**src/mem_arb_macros.svh**
```systemverilog
`ifndef MEM_ARB_MACROS_SVH
`define MEM_ARB_MACROS_SVH

// Matching queue size and its pointer width
`define MEM_QUEUE_DEPTH 16
`define MEM_QUEUE_DEPTH_N 4

// Access time of the backing memory in cycles
`define MEM_LATENCY 3

// Word index bits, 256 words
`define MEM_WORDS_N 8

// Instruction fetches always read a full doubleword
`define INST_ORDER 2'h2
`define INST_MASK 4'hf

`endif

```
**src/mem_latency_timer.sv**
```systemverilog
`timescale 1ns/10ps
`default_nettype none

`include "mem_arb_macros.svh"

module mem_latency_timer (
	input wire logic iCLOCK,
	input wire logic inRESET,
	input wire logic start,
	output logic done
);

	localparam int CNT_W = $clog2(`MEM_LATENCY + 1);

	logic [CNT_W-1:0] count;
	logic running;

	always_ff @(posedge iCLOCK or negedge inRESET) begin
		if (!inRESET) begin
			count <= '0;
			running <= 1'b0;
		end else if (start) begin
			count <= CNT_W'(`MEM_LATENCY);
			running <= 1'b1;
		end else if (running) begin
			if (count == '0) begin
				running <= 1'b0;
			end else begin
				count <= count - 1'b1;
			end
		end
	end

	// Single cycle at the end of the access time
	assign done = running && (count == '0);

endmodule

`default_nettype wire

```
**config.mk**
```make
export PLATFORM = sky130hd
export DESIGN_NAME = mem_latency_timer
export DESIGN_NICKNAME = d
export VERILOG_FILES = /design/src/mem_latency_timer.sv
export VERILOG_INCLUDE_DIRS = /design/src
export SDC_FILE = /design/constraint.sdc
export NUM_CORES = 1
export LEC_CHECK = 0
export ABC_AREA = 1
export BUFFER_PORTS_ARGS = -buffer_cell sky130_fd_sc_hd__buf_2
export CAP_MARGIN = 25
export CORE_AREA = 4 4 41 43
export DETAILED_ROUTE_END_ITERATION = 8
export DIE_AREA = 0 0 45 47
export PLACE_DENSITY = 0.31
export SETUP_SLACK_MARGIN = 0.4
export SYNTH_ARGS = -nofsm -noshare
export SYNTH_HDL_FRONTEND = slang
export SYNTH_SLANG_ARGS = --single-unit
```
**constraint.sdc**
```tcl
create_clock -name iCLOCK -period 1 [get_ports iCLOCK]
set_input_delay 0 -clock iCLOCK [delete_from_list [all_inputs] [get_ports iCLOCK]]
set_output_delay 0 -clock iCLOCK [all_outputs]
set_load 0.01 [all_outputs]
```
==> results_dict.tcl <==
set metrics [dict create \
    status "finished with violations" \
    violations "negative hold slack, negative setup slack" \
    cp_top_family "flip-flops" \
    fin_crit_ps 1000 \
    clk_path_buf_depth 2 \
    yosys.area.top_type_share_pct 49.59 \
    period_share_pct 100.0 \
    yosysMostFrequentCell "inv_1" \
    yosysWarnings 0 \
    cp.required_ps 1000 \
    synth_common_cells "inv_1 (6), nand2_1 (4), nand3_1 (4), dfrtp_1 (3)" \
    synthFlopType "dfrtp_1" \
    htreeDepth 1 \
    synthesis.nets 23 \
    worstMarginPinSlew_ps 156.4 \
    wl_um 256 \
    die_x_um 45 \
    cp_slowest_cell "dfrtp_1" \
    vias_per_cell 3.163 \
    fin_setup_tns_ps -0.4162 \
    n_fill_cell 154 \
    grt_use_total_pct 3.794 \
    worst_setup_path_end_kind "output pin" \
    hold_slack_ps -10.27 \
    crit_path_cell_trace "inv_2 > ha_4 > nand2_2 > inv_2 > buf_6" \
    grt_max_degree 5 \
    remaining_drc_errors 0 \
    drt_iter0_markers 0 \
    seq_area_frac_synth_pct 49.59 \
    die_y_um 47 \
    setup_viol 1 \
    cap_violations 0 \
    synth.avg_cell_area_um2 7.968 \
    fin_worst_skew_ps 1.680 \
    numCtsBuffers 3 \
    crit_path_max_fanout 2 \
    clock_sinks 3 \
    ys_async_sr_fraction_pct 100.0 \
    vias 136 \
    core_um2 1301 \
    dp_cells 37 \
    place_ws_ps 71.79 \
    synth_area_leaders "dfrtp_1 (50%), inv_1 (15%), nand3_1 (13%), nand2_1 (9.9%), ha_1 (8.3%)" \
    ant_nets 0 \
    synth_cell_types 6 \
    cp_slowest_stage_delay_ps 380 \
    drv_slew 0 \
    hp-class "in -> reg" \
    cts-root-buf "clkbuf_4" \
    path_common_cell "inv_2" \
    area_growth_pct 65.29 \
    critPathLaunchType "register" \
    antenna_found_initial 0 \
    post-route-util_pct 19.23 \
    irDropWorstVdd_mv 0.8228 \
    r2r_slack_ps 80 \
    nets 33 \
    initial_core_util_pct 11.63 \
    power_density_nw_per_um2 2630 \
    netlist_instances 19 \
    finalHoldViolCount 1 \
    first_pass_iters 1 \
    drive_gt1_share_pct 53.57 \
    path_buf_inv 3 \
    setup_slack_ps -0.4162 \
    port_buffers 3 \
    clock.fmax_mhz 999.6 \
    path_class "reg -> out" \
    dieArea_um2 2115 \
    grt_first_pass_wirelength_um 476 \
    rows 13 \
    stdcell_count 43 \
    maxSlewHeadroom_pct 89.57 \
    wl_per_cell_um 5.953 \
    path_clk_slew_ps 30 \
    place.gp.congestion 0.6533 \
    grt_pass1_vias 147 \
    ys_seq_elements 3 \
    yosysTopAreaCell "dfrtp_1" \
    place_hpwl_um 212.7 \
    antennaDiodeCount 0 \
    cts_tree "built" \
    syn_area_um2 151.4 \
    crit_arrival_ps 1000 \
    rsz0062_at_grt "yes" \
    io_pins 4 \
    clk_latency_ps 230 \
    leakage_nw 0.1259 \
    synth_enable_flop_cells 0 \
    grt-ovfl-total 0 \
]
==> per-layer routing <==
metal | up-vias | routed length [um] | global-route usage, %
met3 | 0 | 28 | 1.533
li1 | 74 | - | -
met5 | - | 0 | 0
met2 | 4 | 129 | 5.085
met1 | 58 | 98 | 2.506
met4 | 0 | 0 | 8.772
==> layout by cell type (no fill, tap or decap) <==
cell / netlist / final
nand2_2: 1 / 2
nand2_1: 4 / 3
inv_2: 0 / 5
buf_6: 0 / 1
clkbuf_1: 0 / 1
clkbuf_4: 0 / 3
inv_1: 6 / 1
dfrtp_1: 3 / 3
ha_4: 0 / 1
nand3_1: 4 / 4
buf_4: 0 / 1
buf_2: 0 / 2
dlygate4sd3_1: 0 / 1
==> worst register-to-register path, delay by kind of cell (launching register included) <==
kind / cells / cell delay [ps]
DFF: 1 / 350
buffers and inverters: 2 / 110
and+or+nand+nor: 3 / 190
adders and majority gates: 1 / 160
==> cell families (layout without fill, tap and decap cells) <==
kind of cell,Yosys count,in the layout,synth area share [%]
flip-flops,3,3,49.59
adder cells (fa/ha/maj),1,1,8.263
buffers and inverters,6,15,14.87
AND/OR/NAND/NOR,9,9,27.27
==> worst paths after layout <==
check,from,to,cells after the start
max in group asynchronous,inRESET,running,2
worst min-delay path,start,running,3
worst min register to register,count[0],count[0],2
worst max-delay path,count[1],done,5
worst max register to register,count[1],count[1],6
min in group asynchronous,inRESET,count[0],2
==> area by class of cell <==
| class | instances | area (um^2) | area share, % |
|---|---|---|---|
| Timing Repair Buffer | 5 | 38.79 | 15.50 |
| Tap cell | 15 | 18.77 | 7.500 |
| Multi-Input combinational cell | 10 | 68.82 | 27.50 |
| Inverter | 6 | 22.52 | 9.000 |
| Clock buffer | 4 | 26.28 | 10.50 |
| Sequential cell | 3 | 75.07 | 30.00 |
==> registers in the layout, summed over array words and instances (netlist names) <==
name,flops
count,2
running,1
==> stage by stage <==
step                hold slack (ps)  power (mW)  instance area [um^2]
global placement             -204.1      0.3944                 197.7
floorplan                    -295.6      0.3464                 163.9
finish                       -10.27      0.6581                 250.2
global route                  6.448      0.7198                 250.2
detailed placement           -200.2      0.3987                 197.7
CTS                          -13.66      0.6752                 250.2
==> report_power, final <==
part           switching [mW]  internal, mW
sequential             0.0306         0.162
combinational           0.129         0.131
clock                  0.0564         0.149
total                   0.216         0.443
==> timing repair <==
| action | CTS | global route |
|---|---|---|
| setup buffers | 1 | 0 |
| hold buffers | 1 | 0 |
| pin swaps | 1 | 0 |
| hold endpoints to repair | 4 | 0 |
| resized for setup | 4 | 0 |
| endpoints found under the setup margin | 4 | 4 |
Power figures use the tool's default switching activity.
