--- src/mem_arb_macros.svh ---
`ifndef MEM_ARB_MACROS_SVH
`define MEM_ARB_MACROS_SVH

// Matching queue size and its pointer width
`define MEM_QUEUE_DEPTH 16
`define MEM_QUEUE_DEPTH_N 4

// Access time of the backing memory in cycles
`define MEM_LATENCY 3

// Word index bits, 256 words
`define MEM_WORDS_N 8

// Instruction fetches always read a full doubleword
`define INST_ORDER 2'h2
`define INST_MASK 4'hf

`endif

--- src/mem_arb_pkg.sv ---
`default_nettype none

package mem_arb_pkg;

	// Vector types with a meaning of their own
	typedef logic [31:0] addr_t;
	typedef logic [31:0] word_t;
	typedef logic [63:0] dword_t;
	typedef logic [13:0] tid_t;
	typedef logic [31:0] pdt_t;
	typedef logic [23:0] mmu_flags_t;
	typedef logic [3:0] byte_mask_t;

	// One request on the shared memory port
	typedef struct packed {
		logic [1:0] order;
		byte_mask_t mask;
		// 1 for a store
		logic rw;
		// Data store, answered without a matching entry
		logic store_ack;
		logic [1:0] mmu_mode;
		logic [2:0] mmu_ps;
		pdt_t pdt;
		tid_t tid;
		addr_t addr;
		word_t data;
	} mem_req_t;

	// Load doubleword plus request context
	typedef struct packed {
		dword_t data;
		mmu_flags_t mmu_flags;
	} mem_rsp_t;

	// Backing memory sequencing
	typedef enum logic [1:0] {
		MEM_IDLE,
		MEM_WAIT,
		MEM_RESPOND
	} mem_state_t;

endpackage

`default_nettype wire

--- src/mem_access_fsm.sv ---
`timescale 1ns/10ps
`default_nettype none

module mem_access_fsm (
	input wire logic iCLOCK,
	input wire logic inRESET,
	input wire logic mem_req,
	input wire logic mem_busy,
	input wire logic timer_done,
	output logic accept,
	output logic timer_start,
	output logic mem_lock,
	output logic mem_valid
);

	import mem_arb_pkg::*;

	mem_state_t state;
	mem_state_t next_state;

	// Only one request in flight
	assign accept = (state == MEM_IDLE) && mem_req;
	assign timer_start = accept;
	assign mem_lock = (state != MEM_IDLE);

	// Response waits here until the core side can take it
	assign mem_valid = (state == MEM_RESPOND) && !mem_busy;

	always_comb begin
		next_state = state;
		case (state)
			MEM_IDLE: begin
				if (accept) begin
					next_state = MEM_WAIT;
				end
			end
			MEM_WAIT: begin
				if (timer_done) begin
					next_state = MEM_RESPOND;
				end
			end
			MEM_RESPOND: begin
				if (mem_valid) begin
					next_state = MEM_IDLE;
				end
			end
			default: begin
				next_state = MEM_IDLE;
			end
		endcase
	end

	always_ff @(posedge iCLOCK or negedge inRESET) begin
		if (!inRESET) begin
			state <= MEM_IDLE;
		end else begin
			state <= next_state;
		end
	end

endmodule

`default_nettype wire

--- config.mk ---
export PLATFORM = sky130hd
export DESIGN_NAME = mem_access_fsm
export DESIGN_NICKNAME = d
export VERILOG_FILES = /design/src/mem_arb_macros.svh /design/src/mem_arb_pkg.sv /design/src/mem_access_fsm.sv
export SDC_FILE = /design/constraint.sdc
export NUM_CORES = 1
export LEC_CHECK = 0
export BUFFER_PORTS_ARGS = -buffer_cell sky130_fd_sc_hd__clkbuf_2
export CAP_MARGIN = 20
export CORE_AREA = 2 2 39 41
export DETAILED_ROUTE_END_ITERATION = 10
export DIE_AREA = 0 0 41 43
export PLACE_DENSITY = 0.37
export RECOVER_POWER = 50
export SYNTH_ARGS = -nofsm -noshare
export SYNTH_HDL_FRONTEND = slang
export SYNTH_SLANG_ARGS = --single-unit
--- constraint.sdc ---
create_clock -name iCLOCK -period 0.9 [get_ports iCLOCK]
set_input_delay 0.18 -clock iCLOCK [delete_from_list [all_inputs] [get_ports iCLOCK]]
set_output_delay 0.18 -clock iCLOCK [all_outputs]
set_load 0.02 [all_outputs]
==> results.sh, run 1 <==
export IMPL_status="finished, violations left"
export IMPL_violations="negative setup slack"
export IMPL_cp_required_ns=0.72
export IMPL_path_max_fanout=2
export IMPL_rsz0062_at_grt="yes"
export IMPL_avgSynthCellArea_um2=8.86
export IMPL_viasPerCell=3.38
export IMPL_peakVddDrop_mv=0.927
export IMPL_first_iter_violations=2
export IMPL_core_area_mm2=0.00138
export IMPL_grt_max_degree=5
export IMPL_start_kind="flop"
export IMPL_final_cells=42
export IMPL_clk_path_buf_depth=2
export IMPL_finalInstanceArea_um2=263
export IMPL_ys_warn_count=0
export IMPL_setup_ws_ns=-0.415
export IMPL_die_width_um=41
export IMPL_cts_sink_count=2
export IMPL_placed_area_um2=184
export IMPL_hold_class="input pin to flop"
export IMPL_gp_congestion=0.611
export IMPL_ys_seq_elements=2
export IMPL_fin_crit_sh_pct=146
export IMPL_leakagePower_nw=0.121
export IMPL_dp_cells=37
export IMPL_diodes=0
export IMPL_vias=142
export IMPL_drtPass1Iterations=4
export IMPL_largest_register_ff_count=2
export IMPL_maxSlewHeadroom_pct=88.8
export IMPL_ys_seq_area_share_pct=47.1
export IMPL_synth_cells=12
export IMPL_final_antenna_net_count=0
export IMPL_fmax_ghz=0.761
export IMPL_hold_violations=0
export IMPL_clk_latency_ns=0.22
export IMPL_track_usage_pct=5.62
export IMPL_worst_setup_path_type="flop to primary output"
export IMPL_fin_nets=33
export IMPL_cp_arrival_ns=1.13
export IMPL_dp_slack_ns=-0.204
export IMPL_drc=0
export IMPL_wire_per_inst_um=8.71
export IMPL_synth_area_um2=106
export IMPL_drv_slew=0
export IMPL_cts_tree="done"
export IMPL_die_y_um=43
export IMPL_worstMarginPinSlew_ns=0.168
export IMPL_multi_input_area_um2=65.1
export IMPL_maxCapViolations=0
export IMPL_globalRouteOverflowTotal=0
export IMPL_cts_buffers_inserted=3
export IMPL_p_per_area_mw_per_mm2=3570
export IMPL_syn_nets=17
export IMPL_ioPinCount=9
export IMPL_grt_pass1_wl_um=545
export IMPL_die_area_mm2=0.00176
export IMPL_start_util_pct=7.69
export IMPL_fin_worst_skew_ns=0.00118
export IMPL_grt_pass1_vias=133
export IMPL_path_clk_slew_ns=0.03
export IMPL_num_rows=14
export IMPL_yosysUniqueCellTypes=10
export IMPL_finalSetupViolCount=5
export IMPL_regMostFlops="state"
export IMPL_num_fill_cells=154
export IMPL_dp_hpwl_um=229
export IMPL_grt_antenna_before_repair=0
export IMPL_drt_total_wl_um=366
export IMPL_area_delta_synth_final_pct=147
export IMPL_seqCellArea_um2=50.0
export IMPL_period_needed_ns=1.31
export IMPL_fin_util_pct=19.0
export IMPL_h_tree_depth=1
export IMPL_cp_end_kind="primary output"
export IMPL_cts_root_buffer_cell="clkbuf_4"
export IMPL_portBuffers=8
export IMPL_drive_above_1_share_pct=65.4
export IMPL_reg_top3="state (2)"
==> layout by cell type, fill, tap and decap left out, drive strengths merged <==
cell type and count:
clkbuf 10, buf 4, dfrtp 2, nor2 2, nor3b 1, or2 1
inv 1, nand2 1, nand3b 1, o21ai 1, a211oi 1, dlygate4sd3 1
==> routing by layer <==
metal	global-route usage, %	part of all wire (%)
met4	6.00	2.7
met2	5.00	43
met1	7.07	42
met5	0	0
met3	4.71	12
==> cell usage after synthesis <==
cell type,count,area (µm²)
nand3b_1,1,7.51
inv_1,1,3.75
a211oi_1,1,7.51
nand2_1,1,3.75
buf_4,1,7.51
nor2_1,2,7.51
nor3b_1,1,7.51
o21ai_0,1,5.00
dfrtp_1,2,50.1
or2_1,1,6.26
==> critical path, stage by stage (launching register included) <==
cell and delay (ns):
dfrtp_1 0.37, or2_4 0.27, nor2_4 0.11, clkbuf_8 0.16
==> power by group <==
part	switching (mW)	leakage [nW]	internal, mW
logic	0.259	0.0825	0.318
registers	0.0295	0.0250	0.134
clock network	0.0499	0.0138	0.147
==> through the flow <==
| step | TNS [ns] | power (mW) | hold WS [ns] |
|---|---|---|---|
| final | -1.48 | 0.937 | 0.164 |
| after global routing | -1.71 | 0.998 | 0.168 |
| after CTS | -1.55 | 0.910 | 0.139 |
| after detailed placement | -0.637 | 0.569 | -0.0336 |
| after global placement | -0.593 | 0.570 | -0.0305 |
| after floorplan | -0.671 | 0.440 | -0.116 |
==> worst paths after layout <==
path / from / endpoint / slack, ns / cells after the start
max in group asynchronous: inRESET / state[0]$_DFFE_PN0P_ / 0.49 / 2
worst max register to register: state[0]$_DFFE_PN0P_ / state[0]$_DFFE_PN0P_ / -0.03 / 4
worst min register to register: state[1]$_DFFE_PN0P_ / state[0]$_DFFE_PN0P_ / 0.54 / 2
worst max-delay path: state[1]$_DFFE_PN0P_ / accept / -0.41 / 3
worst min-delay path: timer_done / state[0]$_DFFE_PN0P_ / 0.16 / 2
min in group asynchronous: inRESET / state[1]$_DFFE_PN0P_ / 0.29 / 2
==> cells by family after synthesis <==
family / count (synthesis) / synth area share [%]
flops: 2 / 47.1
buf+inv: 2 / 10.6
compound gates: 2 / 11.8
simple gates: 6 / 30.6
==> final cells by class <==
class,instances,share of cell area (%)
well taps,16,7.62
repair buffers,12,38.6
inverters,1,1.43
multi-input cells,8,24.8
flip-flops and latches,2,19.0
clock buffers,3,8.57
==> what timing repair did <==
item,CTS,global route
hold buffers,1,0
buffers inserted,1,0
pin swaps,2,0
setup endpoints to repair,4,6
resized for setup,8,4
hold endpoints to repair,2,0
(Power assumes the default switching activity.)
==> inputs of run 2 (changes only) <==
--- a/config.mk
+++ b/config.mk
@@ -5,7 +5,7 @@
 export SDC_FILE = /design/constraint.sdc
 export NUM_CORES = 1
 export LEC_CHECK = 0
-export BUFFER_PORTS_ARGS = -buffer_cell sky130_fd_sc_hd__clkbuf_2
+export BUFFER_PORTS_ARGS = -buffer_cell sky130_fd_sc_hd__buf_2
 export CAP_MARGIN = 20
 export CORE_AREA = 2 2 39 41
 export DETAILED_ROUTE_END_ITERATION = 10
@@ -15,3 +15,4 @@
 export SYNTH_ARGS = -nofsm -noshare
 export SYNTH_HDL_FRONTEND = slang
 export SYNTH_SLANG_ARGS = --single-unit
+export TNS_END_PERCENT = 5
==> run 2 against run 1 <==
Compared with the run above:
- fmax grew 2.2%
- sequential share of layout area grew 1.8 points
- final cell count is 2.4% lower
- register-to-register slack improved by 0.10 ns
- the flow still finishes with violations (negative setup slack)
- critical endpoint is now timer_start
- critical path type unchanged
- largest cell class unchanged
==> results.sh, run 2 (synthesis gave the netlist of run 1 again) <==
export IMPL_largest_register_ff_count=2
export IMPL_p_per_area_mw_per_mm2=3500
export IMPL_fmax_ghz=0.778
export IMPL_cp_end_kind="primary output"
export IMPL_num_fill_cells=154
export IMPL_rsz0062_at_grt="yes"
export IMPL_peakVddDrop_mv=1.30
export IMPL_die_area_mm2=0.00176
export IMPL_finalInstanceArea_um2=240
export IMPL_drc=0
export IMPL_core_area_mm2=0.00138
export IMPL_maxSlewHeadroom_pct=89.3
export IMPL_regMostFlops="state"
export IMPL_viasPerCell=3.20
export IMPL_switchingPower_mw=0.320
export IMPL_reg2reg_to="state[0]$_DFFE_PN0P_"
export IMPL_grt_pass1_wl_um=565
export IMPL_portBuffers=8
export IMPL_leakagePower_nw=0.111
export IMPL_drt_total_wl_um=339
export IMPL_startpoint="state[1]$_DFFE_PN0P_"
export IMPL_fin_util_pct=17.4
export IMPL_cp_required_ns=0.72
export IMPL_worstSetupEndpoint="timer_start"
export IMPL_drv_slew=0
export IMPL_seq_power_share_pct=19.1
export IMPL_grt_antenna_before_repair=0
export IMPL_wire_per_inst_um=8.27
export IMPL_r2r_slack_ns=0.07
export IMPL_grt_pass1_vias=150
export IMPL_whs_ns=0.156
export IMPL_cts_setup_buffers=0
export IMPL_layout_common_cells="buf_2 (4), clkbuf_4 (3), buf_4 (3)"
export IMPL_diodes=0
export IMPL_start_util_pct=7.69
export IMPL_regToRegStartpoint="state[0]$_DFFE_PN0P_"
export IMPL_status="finished, violations left"
export IMPL_reg2regPathDepth=3
export IMPL_h_tree_depth=1
export IMPL_comb_power_share_pct=57.6
export IMPL_vias=131
export IMPL_worst_setup_path_type="flop to primary output"
export IMPL_fin_nets=32
export IMPL_grt_max_degree=6
export IMPL_seqCellArea_um2=50.0
export IMPL_sw_frac_of_total_pct=38.0
export IMPL_reg_top3="state (2)"
export IMPL_final_antenna_net_count=0
export IMPL_maxCapViolations=0
export IMPL_cts_root_buffer_cell="clkbuf_4"
export IMPL_worstMarginPinSlew_ns=0.158
export IMPL_die_width_um=41
export IMPL_fin_crit_sh_pct=143
export IMPL_drtPass1Iterations=2
export IMPL_finalSetupViolCount=4
export IMPL_globalRouteOverflowTotal=0
export IMPL_gp_congestion=0.610
export IMPL_area_delta_synth_final_pct=126
export IMPL_path_clk_slew_ns=0.03
export IMPL_fin_worst_skew_ns=0.00190
export IMPL_drive_above_1_share_pct=64.0
export IMPL_violations="negative setup slack"
export IMPL_placed_area_um2=184
export IMPL_cts_tree="done"
export IMPL_cts_buffers_inserted=3
export IMPL_first_iter_violations=1
export IMPL_final_common_cell="buf_2"
export IMPL_multi_input_area_um2=65.1
export IMPL_hold_violations=0
export IMPL_internal_power_mw=0.521
export IMPL_clk_latency_ns=0.22
export IMPL_pwr_share_clk_pct=23.3
export IMPL_cts_sink_count=2
export IMPL_setup_ws_ns=-0.386
export IMPL_path_max_fanout=2
export IMPL_cp_arrival_ns=1.11
export IMPL_hold_class="input pin to flop"
export IMPL_clk_path_buf_depth=2
export IMPL_ioPinCount=9
export IMPL_num_rows=14
export IMPL_period_needed_ns=1.29
export IMPL_track_usage_pct=5.33
export IMPL_start_kind="flop"
export IMPL_die_y_um=43
## run 2: worst min path at each step
| stage | from | to | cells past startpoint |
|---|---|---|---|
| detailed placement | inRESET | state[0]$_DFFE_PN0P_ | 1 |
| CTS | timer_done | state[0]$_DFFE_PN0P_ | 2 |
| floorplan | inRESET | state[0]$_DFFE_PN0P_ | 0 |
| global route | timer_done | state[0]$_DFFE_PN0P_ | 2 |
| finish | timer_done | state[0]$_DFFE_PN0P_ | 2 |
| global placement | inRESET | state[1]$_DFFE_PN0P_ | 1 |
## run 2: cell type report
class                           count  share of cell area (%)
Inverter                            1                    1.56
Tap cell                           16                    8.33
Timing Repair Buffer               11                    32.8
Sequential cell                     2                    20.8
Multi-Input combinational cell      8                    27.1
Clock buffer                        3                    9.38
## run 2: routing by layer
metal / track usage (%) / routed length [µm]
met1: 6.13 / 150
met2: 5.63 / 113
met3: 6.81 / 74
met4: 2.00 / 0
met5: 0 / 0
## run 2: metrics by stage
| step | power, mW | setup TNS (ns) | setup slack [ns] | std cells |
|---|---|---|---|---|
| 3_5_place_dp | 0.568 | -0.568 | -0.184 | 37 |
| 3_3_place_gp | 0.569 | -0.539 | -0.176 | 37 |
| 4_1_cts | 0.832 | -1.44 | -0.386 | 41 |
| 5_1_grt | 0.911 | -1.61 | -0.431 | 41 |
| 6_report | 0.840 | -1.41 | -0.386 | 41 |
| 2_1_floorplan | 0.440 | -0.671 | -0.291 | 12 |
## run 2: power by group through the flow
stage                     clock network, mW  logic (mW)  registers [mW]
final                                 0.196       0.484           0.161
after global routing                  0.231       0.512           0.167
after CTS                             0.202       0.471           0.159
after detailed placement                  0       0.411           0.158
after global placement                    0       0.414           0.156
after floorplan                           0       0.264           0.176
## run 2: what timing repair did
item / 4_1_cts / 5_1_grt
gates cloned: 0 / 0
endpoints found under the setup margin: 4 / 5
hold buffers: 1 / 0
hold endpoints to repair: 2 / 0
pin swaps: 1 / 1
gates resized for setup: 6 / 1
## run 2: critical path: stages (launching register included)
cell and delay, ns:
dfrtp_1 0.37, or2_4 0.27, nor2_4 0.12, buf_6 0.13
