`config.mk`:
```
export PLATFORM = sky130hd
export DESIGN_NAME = memory_pipe_arbiter
export DESIGN_NICKNAME = d
export VERILOG_FILES = /design/src/mem_arb_pkg.sv /design/src/arbiter_matching_queue.sv /design/src/memory_pipe_arbiter.sv
export VERILOG_INCLUDE_DIRS = /design/src
export SDC_FILE = /design/constraint.sdc
export NUM_CORES = 1
export LEC_CHECK = 0
export BUFFER_PORTS_ARGS = -buffer_cell sky130_fd_sc_hd__buf_2
export CAP_MARGIN = 0
export CORE_AREA = 2 2 234 236
export DETAILED_ROUTE_END_ITERATION = 12
export DIE_AREA = 0 0 236 238
export HOLD_SLACK_MARGIN = 0.06
export PLACE_DENSITY = 0.48
export REMOVE_ABC_BUFFERS = 1
export SLEW_MARGIN = 20
export SYNTH_ARGS = -nofsm -noshare
export SYNTH_HDL_FRONTEND = slang
export SYNTH_SLANG_ARGS = --single-unit
```
`constraint.sdc`:
```
create_clock -name iCLOCK -period 10.5 [get_ports iCLOCK]
set_clock_uncertainty 0.2 [all_clocks]
set_input_delay 0 -clock iCLOCK [delete_from_list [all_inputs] [get_ports iCLOCK]]
set_output_delay 0 -clock iCLOCK [all_outputs]
set_load 0.02 [all_outputs]
```
`src/mem_arb_macros.svh`:
```
`ifndef MEM_ARB_MACROS_SVH
`define MEM_ARB_MACROS_SVH

// Matching queue size and its pointer width
`define MEM_QUEUE_DEPTH 16
`define MEM_QUEUE_DEPTH_N 4

// Access time of the backing memory in cycles
`define MEM_LATENCY 3

// Word index bits, 256 words
`define MEM_WORDS_N 8

// Instruction fetches always read a full doubleword
`define INST_ORDER 2'h2
`define INST_MASK 4'hf

`endif

```
`src/mem_arb_pkg.sv`:
```
`default_nettype none

package mem_arb_pkg;

	// Vector types with a meaning of their own
	typedef logic [31:0] addr_t;
	typedef logic [31:0] word_t;
	typedef logic [63:0] dword_t;
	typedef logic [13:0] tid_t;
	typedef logic [31:0] pdt_t;
	typedef logic [23:0] mmu_flags_t;
	typedef logic [3:0] byte_mask_t;

	// One request on the shared memory port
	typedef struct packed {
		logic [1:0] order;
		byte_mask_t mask;
		// 1 for a store
		logic rw;
		// Data store, answered without a matching entry
		logic store_ack;
		logic [1:0] mmu_mode;
		logic [2:0] mmu_ps;
		pdt_t pdt;
		tid_t tid;
		addr_t addr;
		word_t data;
	} mem_req_t;

	// Load doubleword plus request context
	typedef struct packed {
		dword_t data;
		mmu_flags_t mmu_flags;
	} mem_rsp_t;

	// Backing memory sequencing
	typedef enum logic [1:0] {
		MEM_IDLE,
		MEM_WAIT,
		MEM_RESPOND
	} mem_state_t;

endpackage

`default_nettype wire

```
`src/arbiter_matching_queue.sv`:
```
`timescale 1ns/10ps
`default_nettype none

`include "mem_arb_macros.svh"

module arbiter_matching_queue #(
	parameter int DEPTH = `MEM_QUEUE_DEPTH,
	parameter int DEPTH_N = `MEM_QUEUE_DEPTH_N
) (
	input wire logic iCLOCK,
	input wire logic inRESET,
	input wire logic wr_req,
	input wire logic wr_flag,
	output logic wr_full,
	input wire logic rd_req,
	output logic rd_valid,
	output logic rd_flag
);

	// Extra top bit tells a full buffer from an empty one
	logic [DEPTH_N:0] wr_ptr;
	logic [DEPTH_N:0] rd_ptr;
	logic [DEPTH-1:0] flags;
	logic push;
	logic pop;

	function automatic logic [DEPTH_N:0] next_ptr(input logic [DEPTH_N:0] ptr);
		if (ptr[DEPTH_N-1:0] == DEPTH_N'(DEPTH - 1)) begin
			return {~ptr[DEPTH_N], {DEPTH_N{1'b0}}};
		end
		return ptr + 1'b1;
	endfunction

	assign wr_full = (wr_ptr[DEPTH_N] != rd_ptr[DEPTH_N]) &&
		(wr_ptr[DEPTH_N-1:0] == rd_ptr[DEPTH_N-1:0]);
	assign rd_valid = (wr_ptr != rd_ptr);
	assign rd_flag = flags[rd_ptr[DEPTH_N-1:0]];

	assign push = wr_req && !wr_full;
	assign pop = rd_req && rd_valid;

	always_ff @(posedge iCLOCK or negedge inRESET) begin
		if (!inRESET) begin
			wr_ptr <= '0;
			rd_ptr <= '0;
		end else begin
			if (push) begin
				wr_ptr <= next_ptr(wr_ptr);
			end
			if (pop) begin
				rd_ptr <= next_ptr(rd_ptr);
			end
		end
	end

	// 0 marks an instruction entry, 1 a data entry
	always_ff @(posedge iCLOCK) begin
		if (push) begin
			flags[wr_ptr[DEPTH_N-1:0]] <= wr_flag;
		end
	end

endmodule

`default_nettype wire

```
`src/memory_pipe_arbiter.sv`:
```
`timescale 1ns/10ps
`default_nettype none

`include "mem_arb_macros.svh"

module memory_pipe_arbiter (
	input wire logic iCLOCK,
	input wire logic inRESET,
	// Data port
	input wire logic data_req,
	output logic data_lock,
	input wire logic [1:0] data_order,
	input wire mem_arb_pkg::byte_mask_t data_mask,
	input wire logic data_rw,
	input wire mem_arb_pkg::tid_t data_tid,
	input wire logic [1:0] data_mmu_mode,
	input wire logic [2:0] data_mmu_ps,
	input wire mem_arb_pkg::pdt_t data_pdt,
	input wire mem_arb_pkg::addr_t data_addr,
	input wire mem_arb_pkg::word_t data_data,
	output logic data_valid,
	input wire logic data_busy,
	output mem_arb_pkg::mem_rsp_t data_rsp,
	// Instruction port
	input wire logic inst_req,
	output logic inst_lock,
	input wire logic [1:0] inst_mmu_mode,
	input wire logic [2:0] inst_mmu_ps,
	input wire mem_arb_pkg::pdt_t inst_pdt,
	input wire mem_arb_pkg::tid_t inst_tid,
	input wire mem_arb_pkg::addr_t inst_addr,
	output logic inst_valid,
	input wire logic inst_busy,
	output mem_arb_pkg::mem_rsp_t inst_rsp,
	// Memory side
	output logic mem_req,
	input wire logic mem_lock,
	output mem_arb_pkg::mem_req_t mem_req_bus,
	input wire logic mem_valid,
	output logic mem_busy,
	input wire logic mem_store_ack,
	input wire mem_arb_pkg::mem_rsp_t mem_rsp_bus
);

	import mem_arb_pkg::*;

	logic q_full;
	logic q_rd_valid;
	logic q_rd_flag;
	logic common_lock;
	logic data_cond;
	logic inst_cond;
	logic q_push;
	logic q_pop;
	mem_req_t next_req;
	logic req_r;
	mem_req_t req_bus_r;
	logic inst_valid_r;
	mem_rsp_t inst_rsp_r;
	logic data_valid_r;
	mem_rsp_t data_rsp_r;

	// Data side has priority
	assign data_cond = data_req;
	assign inst_cond = !data_req && inst_req;

	assign common_lock = q_full || mem_lock;
	assign inst_lock = common_lock || data_cond;
	assign data_lock = common_lock || inst_cond;

	// Stores bypass the queue, their ack is routed by store_ack
	assign q_push = !common_lock && ((data_cond && !data_rw) || inst_cond);
	assign q_pop = mem_valid && !mem_store_ack;

	arbiter_matching_queue #(
		.DEPTH(`MEM_QUEUE_DEPTH),
		.DEPTH_N(`MEM_QUEUE_DEPTH_N)
	) matching_queue0 (
		.iCLOCK(iCLOCK),
		.inRESET(inRESET),
		.wr_req(q_push),
		.wr_flag(data_cond),
		.wr_full(q_full),
		.rd_req(q_pop),
		.rd_valid(q_rd_valid),
		.rd_flag(q_rd_flag)
	);

	always_comb begin
		next_req = '0;
		if (data_cond) begin
			next_req.order = data_order;
			next_req.mask = data_mask;
			next_req.rw = data_rw;
			next_req.store_ack = data_rw;
			next_req.mmu_mode = data_mmu_mode;
			next_req.mmu_ps = data_mmu_ps;
			next_req.pdt = data_pdt;
			next_req.tid = data_tid;
			next_req.addr = data_addr;
			next_req.data = data_data;
		end else begin
			// Fetch is a plain full-width load
			next_req.order = `INST_ORDER;
			next_req.mask = `INST_MASK;
			next_req.mmu_mode = inst_mmu_mode;
			next_req.mmu_ps = inst_mmu_ps;
			next_req.pdt = inst_pdt;
			next_req.tid = inst_tid;
			next_req.addr = inst_addr;
		end
	end

	// Held unchanged while the common lock is up
	always_ff @(posedge iCLOCK or negedge inRESET) begin
		if (!inRESET) begin
			req_r <= 1'b0;
		end else if (!common_lock) begin
			req_r <= data_cond || inst_cond;
		end
	end

	always_ff @(posedge iCLOCK) begin
		if (!common_lock && (data_cond || inst_cond)) begin
			req_bus_r <= next_req;
		end
	end

	// Response valids steered by the queue head
	always_ff @(posedge iCLOCK or negedge inRESET) begin
		if (!inRESET) begin
			inst_valid_r <= 1'b0;
			data_valid_r <= 1'b0;
		end else begin
			if (!inst_busy) begin
				inst_valid_r <= mem_valid && !mem_store_ack && q_rd_valid && !q_rd_flag;
			end
			data_valid_r <= mem_valid && (mem_store_ack || (q_rd_valid && q_rd_flag));
		end
	end

	always_ff @(posedge iCLOCK) begin
		if (mem_valid && !inst_busy) begin
			inst_rsp_r <= mem_rsp_bus;
		end
		if (mem_valid) begin
			data_rsp_r <= mem_rsp_bus;
		end
	end

	assign mem_req = req_r;
	assign mem_req_bus = req_bus_r;
	assign mem_busy = data_busy || inst_busy;

	assign inst_valid = inst_valid_r && !inst_busy;
	assign inst_rsp = inst_rsp_r;
	assign data_valid = data_valid_r;
	assign data_rsp = data_rsp_r;

endmodule

`default_nettype wire

```
==> results of run 1 <==
[Yosys cell counts, types with 2 or more instances]
cell type  instances  share of area, %
edfxtp_1         314                80
mux2_2            83               7.9
and2_1            35               1.9
and3_1            13              0.69
dfrtp_1           13               2.8
clkbuf_1          10              0.32
buf_2              8              0.34
nand2b_1           8              0.42
xnor2_1            8              0.59
nor2b_1            7              0.37
ha_1               5              0.53
inv_1              5              0.16
mux2_1             4              0.38
mux2i_1            4              0.34
mux4_1             4              0.89
nor2_1             3             0.096
o211ai_1           3              0.19
a21oi_1            2             0.085
a32o_1             2              0.17
buf_4              2              0.13
nand2_1            2             0.064
o2111ai_1          2              0.15
xor2_1             2              0.15
[per-stage QoR]
stage          area [um2]  utilization (%)  worst slack (ps)
2_1_floorplan       11680                -              3163
3_3_place_gp        15640            29.23              6937
3_5_place_dp        15640            29.23              6863
[kinds of logic after synthesis]
family	synth area share [%]
fa+ha+maj	0.5310
simple gates	4.004
xor+xnor	0.7435
flops	82.80
buf+inv	1.041
compound gates	1.338
mux	9.548
==> flow_summary.ini, run 1 <==
[clock_tree]
clock_sinks = 327
post_cts_buffers = 0
cts_hold_buf = 382
cts_root_buf = clkbuf_16
cts_buffers = 38
cts.htree.levels = 2
clock_path_buffers = 3
cts_resized = 0

[logic_synthesis]
ys_dominant_reg_cell = edfxtp_1
synth_cell_type_count = 41
netlist_area_um2 = 11780
yosysWarnings = 0
ys_seq_area_share_pct = 82.80
ys_ff_latch = 327
synth_edf_count = 314
netlist_instances = 557
syn_area_per_cell_um2 = 21.15
async_flop_share_pct = 3.976

[placement]
port_buffers = 606
gp_congestion = 0.7909
dpl.cell_count = 1843
dp.final_hpwl_um = 30530

[run_status]
error = [ERROR RSZ-0060] Max buffer count reached.
flow.stopped_at = 4_1_cts
outcome = aborted with a tool error

[floorplan]
std_cell_rows = 85
initial_utilization_pct = 22.02
die_h_um = 238
die_w_um = 236
io_pins = 607
==> inputs of run 2 (changes only) <==
- HOLD_SLACK_MARGIN: 0.06 -> not set
- PLACE_DENSITY: 0.48 -> not set
- PLACE_DENSITY_LB_ADDON: not set -> 0.15
==> flow_summary.ini, run 2 <==
[worst_setup_path]
cp_max_fo = 75
worst_setup_path_end_kind = flop
path_class = reg -> reg
cp-start-kind = flop
crit_required_ps = 10460
critPathBufInv = 2
critPathMaxStageDelay_ps = 850
cpMostUsedCell = buf_4
path_cells = xnor2_1 > and4_4 > a21oi_1 > nor2b_4 > buf_4 > buf_4
arrival_ps = 3490
r2r_slack_ps = 6970
cpMaxStageDelayCell = buf_4
cp_top_family = buffers and inverters

[timing]
rsz0062_at_grt = false
fmax_mhz = 283.3
fin_setup_tns_ps = 0
hold_viol_final = 0
period_minus_slack_ps = 3530
timing.final.crit_share_pct = 33.62
maxSlewHeadroom_pct = 28.61
maxSlewViolCount = 0
tightest_slew_ps = 1071
setup_viol = 0

[logic_synthesis]
synthTopCellsByCount = edfxtp_1, mux2_2, and2_1
synth_top_cell_by_area = edfxtp_1
async_flop_share_pct = 3.976
post-synth-top-count-cell = edfxtp_1
synth-simple-area-share_pct = 4.004
synth_cell_type_count = 41
netlist_area_um2 = 11780
ys_dominant_reg_cell = edfxtp_1
synth_compound_area_share_pct = 1.338
ys_ff_latch = 327
netlist_instances = 557
synthAdderAreaFrac_pct = 0.5310
yosysTopAreaCellShare_pct = 80.03
synthMuxAreaShare_pct = 9.548
yosysWarnings = 0
synth_xor_area_share_pct = 0.7434
synth_top_family_by_area = multiplexers
syn_area_per_cell_um2 = 21.15
synth_edf_count = 314
ys_seq_area_share_pct = 82.80
yosys-top-cells-area = edfxtp_1, mux2_2, dfrtp_1

[clock_tree]
tritoncts = done
clock_path_buffers = 3
cts.htree.levels = 2
cts_resized = 0
cts_buffers = 40
cts_root_buf = clkbuf_16
clock_latency_ps = 550
clock_sinks = 327
clkTransAtPathRegs_ps = 60

[final_layout]
postLayoutCoreUtil_pct = 38.82
final_common_cell = buf_2
largest_register_ffs = 122
final_nets = 1881
layout_common_cells = buf_2, dlygate4sd3_1, edfxtp_1, mux2_2, clkbuf_16
drive_gt1_share_pct = 47.29
area_growth_pct = 76.26
fillers = 5098

[route]
drt_pass1_iterations = 4
antenna_left = 0
vias_per_cell = 3.886
routed_wl_um = 42090
via_count = 8969
wl_per_cell_um = 18.24
drc = 0
drt_iter0_markers = 293

[power]
p_leak_nw = 8.591
p_per_area_nw_per_um2 = 178.3
max-vdd-ir-drop_v = 0.0001137

[floorplan]
std_cell_rows = 85
io_pins = 607
coreArea_um2 = 53500
die_w_um = 236
die_h_um = 238
dieArea_um2 = 56170
initial_utilization_pct = 22.02

[placement]
port_buffers = 606
dp.final_hpwl_um = 30820
gp_congestion = 0.7739

[run_status]
outcome = completed

[global_route]
grt_use_total_pct = 14.26
grt_pass1_vias = 9626
grt_overflow_total = 0
antenna_found_initial = 9
grt_max_degree = 85
grt_pass1_wl_um = 59200

[flow_run]
maxCapViolations = 0

[worst_hold_path]
hold_path.class = in -> reg
-- run 2: cell counts after synthesis --
No cell type changed its count.
-- run 2: logic make-up (layout without fill, tap and decap cells) --
| family | count (synthesis) | after routing |
|---|---|---|
| XOR/XNOR | 10 | 10 |
| other | 0 | 7 |
| adder cells (fa/ha/maj) | 5 | 5 |
| buffers and inverters | 26 | 1074 |
| AO/OA/AOI/OAI | 19 | 19 |
| flip-flops | 327 | 327 |
| multiplexers | 95 | 95 |
| AND/OR/NAND/NOR | 75 | 75 |
-- run 2: timing repair --
item / CTS / global route
hold buffers: 383 / 1
endpoints found under the hold margin: 421 / 2
buffers inserted: 0 / 0
setup endpoints to repair: 0 / 0
-- run 2: routing by layer --
metal,part of all wire [%],global-route usage (%)
met3,9.7,5.912
met1,36,14.54
met5,0.12,0
met2,50,25.66
met4,3.9,6.003
-- run 2: cell type report --
type	instances	area, um2	area share, %
Sequential cell	327	9754	46.97
Multi-Input combinational cell	204	1919	9.243
Antenna cell	7	17.52	0.08435
Timing Repair Buffer	996	6927	33.36
Tap cell	696	870.8	4.194
Inverter	5	18.77	0.09038
Clock buffer	50	1081	5.206
Clock inverter	23	177.7	0.8556
-- run 2: path summary, 6_finish.rpt --
check	start	to	cells after the start
setup / recovery	matching_queue0.rd_ptr[3]	mem_req_bus[24]	6
hold / removal	mem_rsp_bus[75]	inst_rsp[75]	2
setup reg to reg	matching_queue0.rd_ptr[3]	mem_req_bus[24]	6
hold reg to reg	inst_valid_r	inst_valid_r	2
max in group asynchronous	inRESET	data_valid	3
min in group asynchronous	inRESET	mem_req	3
-- run 2: through the flow --
stage	setup WS, ps	hold WS [ps]	total power, mW	cell area, um2	cells
final	6970	37.07	3.703	20770	2308
after CTS	6936	2.971	3.766	20740	2300
after global placement	6937	-276.8	2.306	15650	1844
after floorplan	3163	-495.6	2.030	11680	536
after detailed placement	6961	-283.3	2.300	15650	1844
after global routing	6707	13.64	3.865	20760	2304
-- run 2: worst register-to-register path, cell delays in order, from the launching register on --
cell	delay (ps)
dfrtp_1	500
xnor2_1	190
and4_4	230
a21oi_1	320
nor2b_4	200
buf_4	500
buf_4	890
-- run 2: power by group --
group	internal, mW	switching, mW	leakage (nW)	total [mW]
sequential	1.59	0.0679	3.16	1.66
clock	0.780	0.535	0.602	1.31
combinational	0.321	0.406	4.83	0.726
Note: power is estimated with default switching activity, not from simulation.
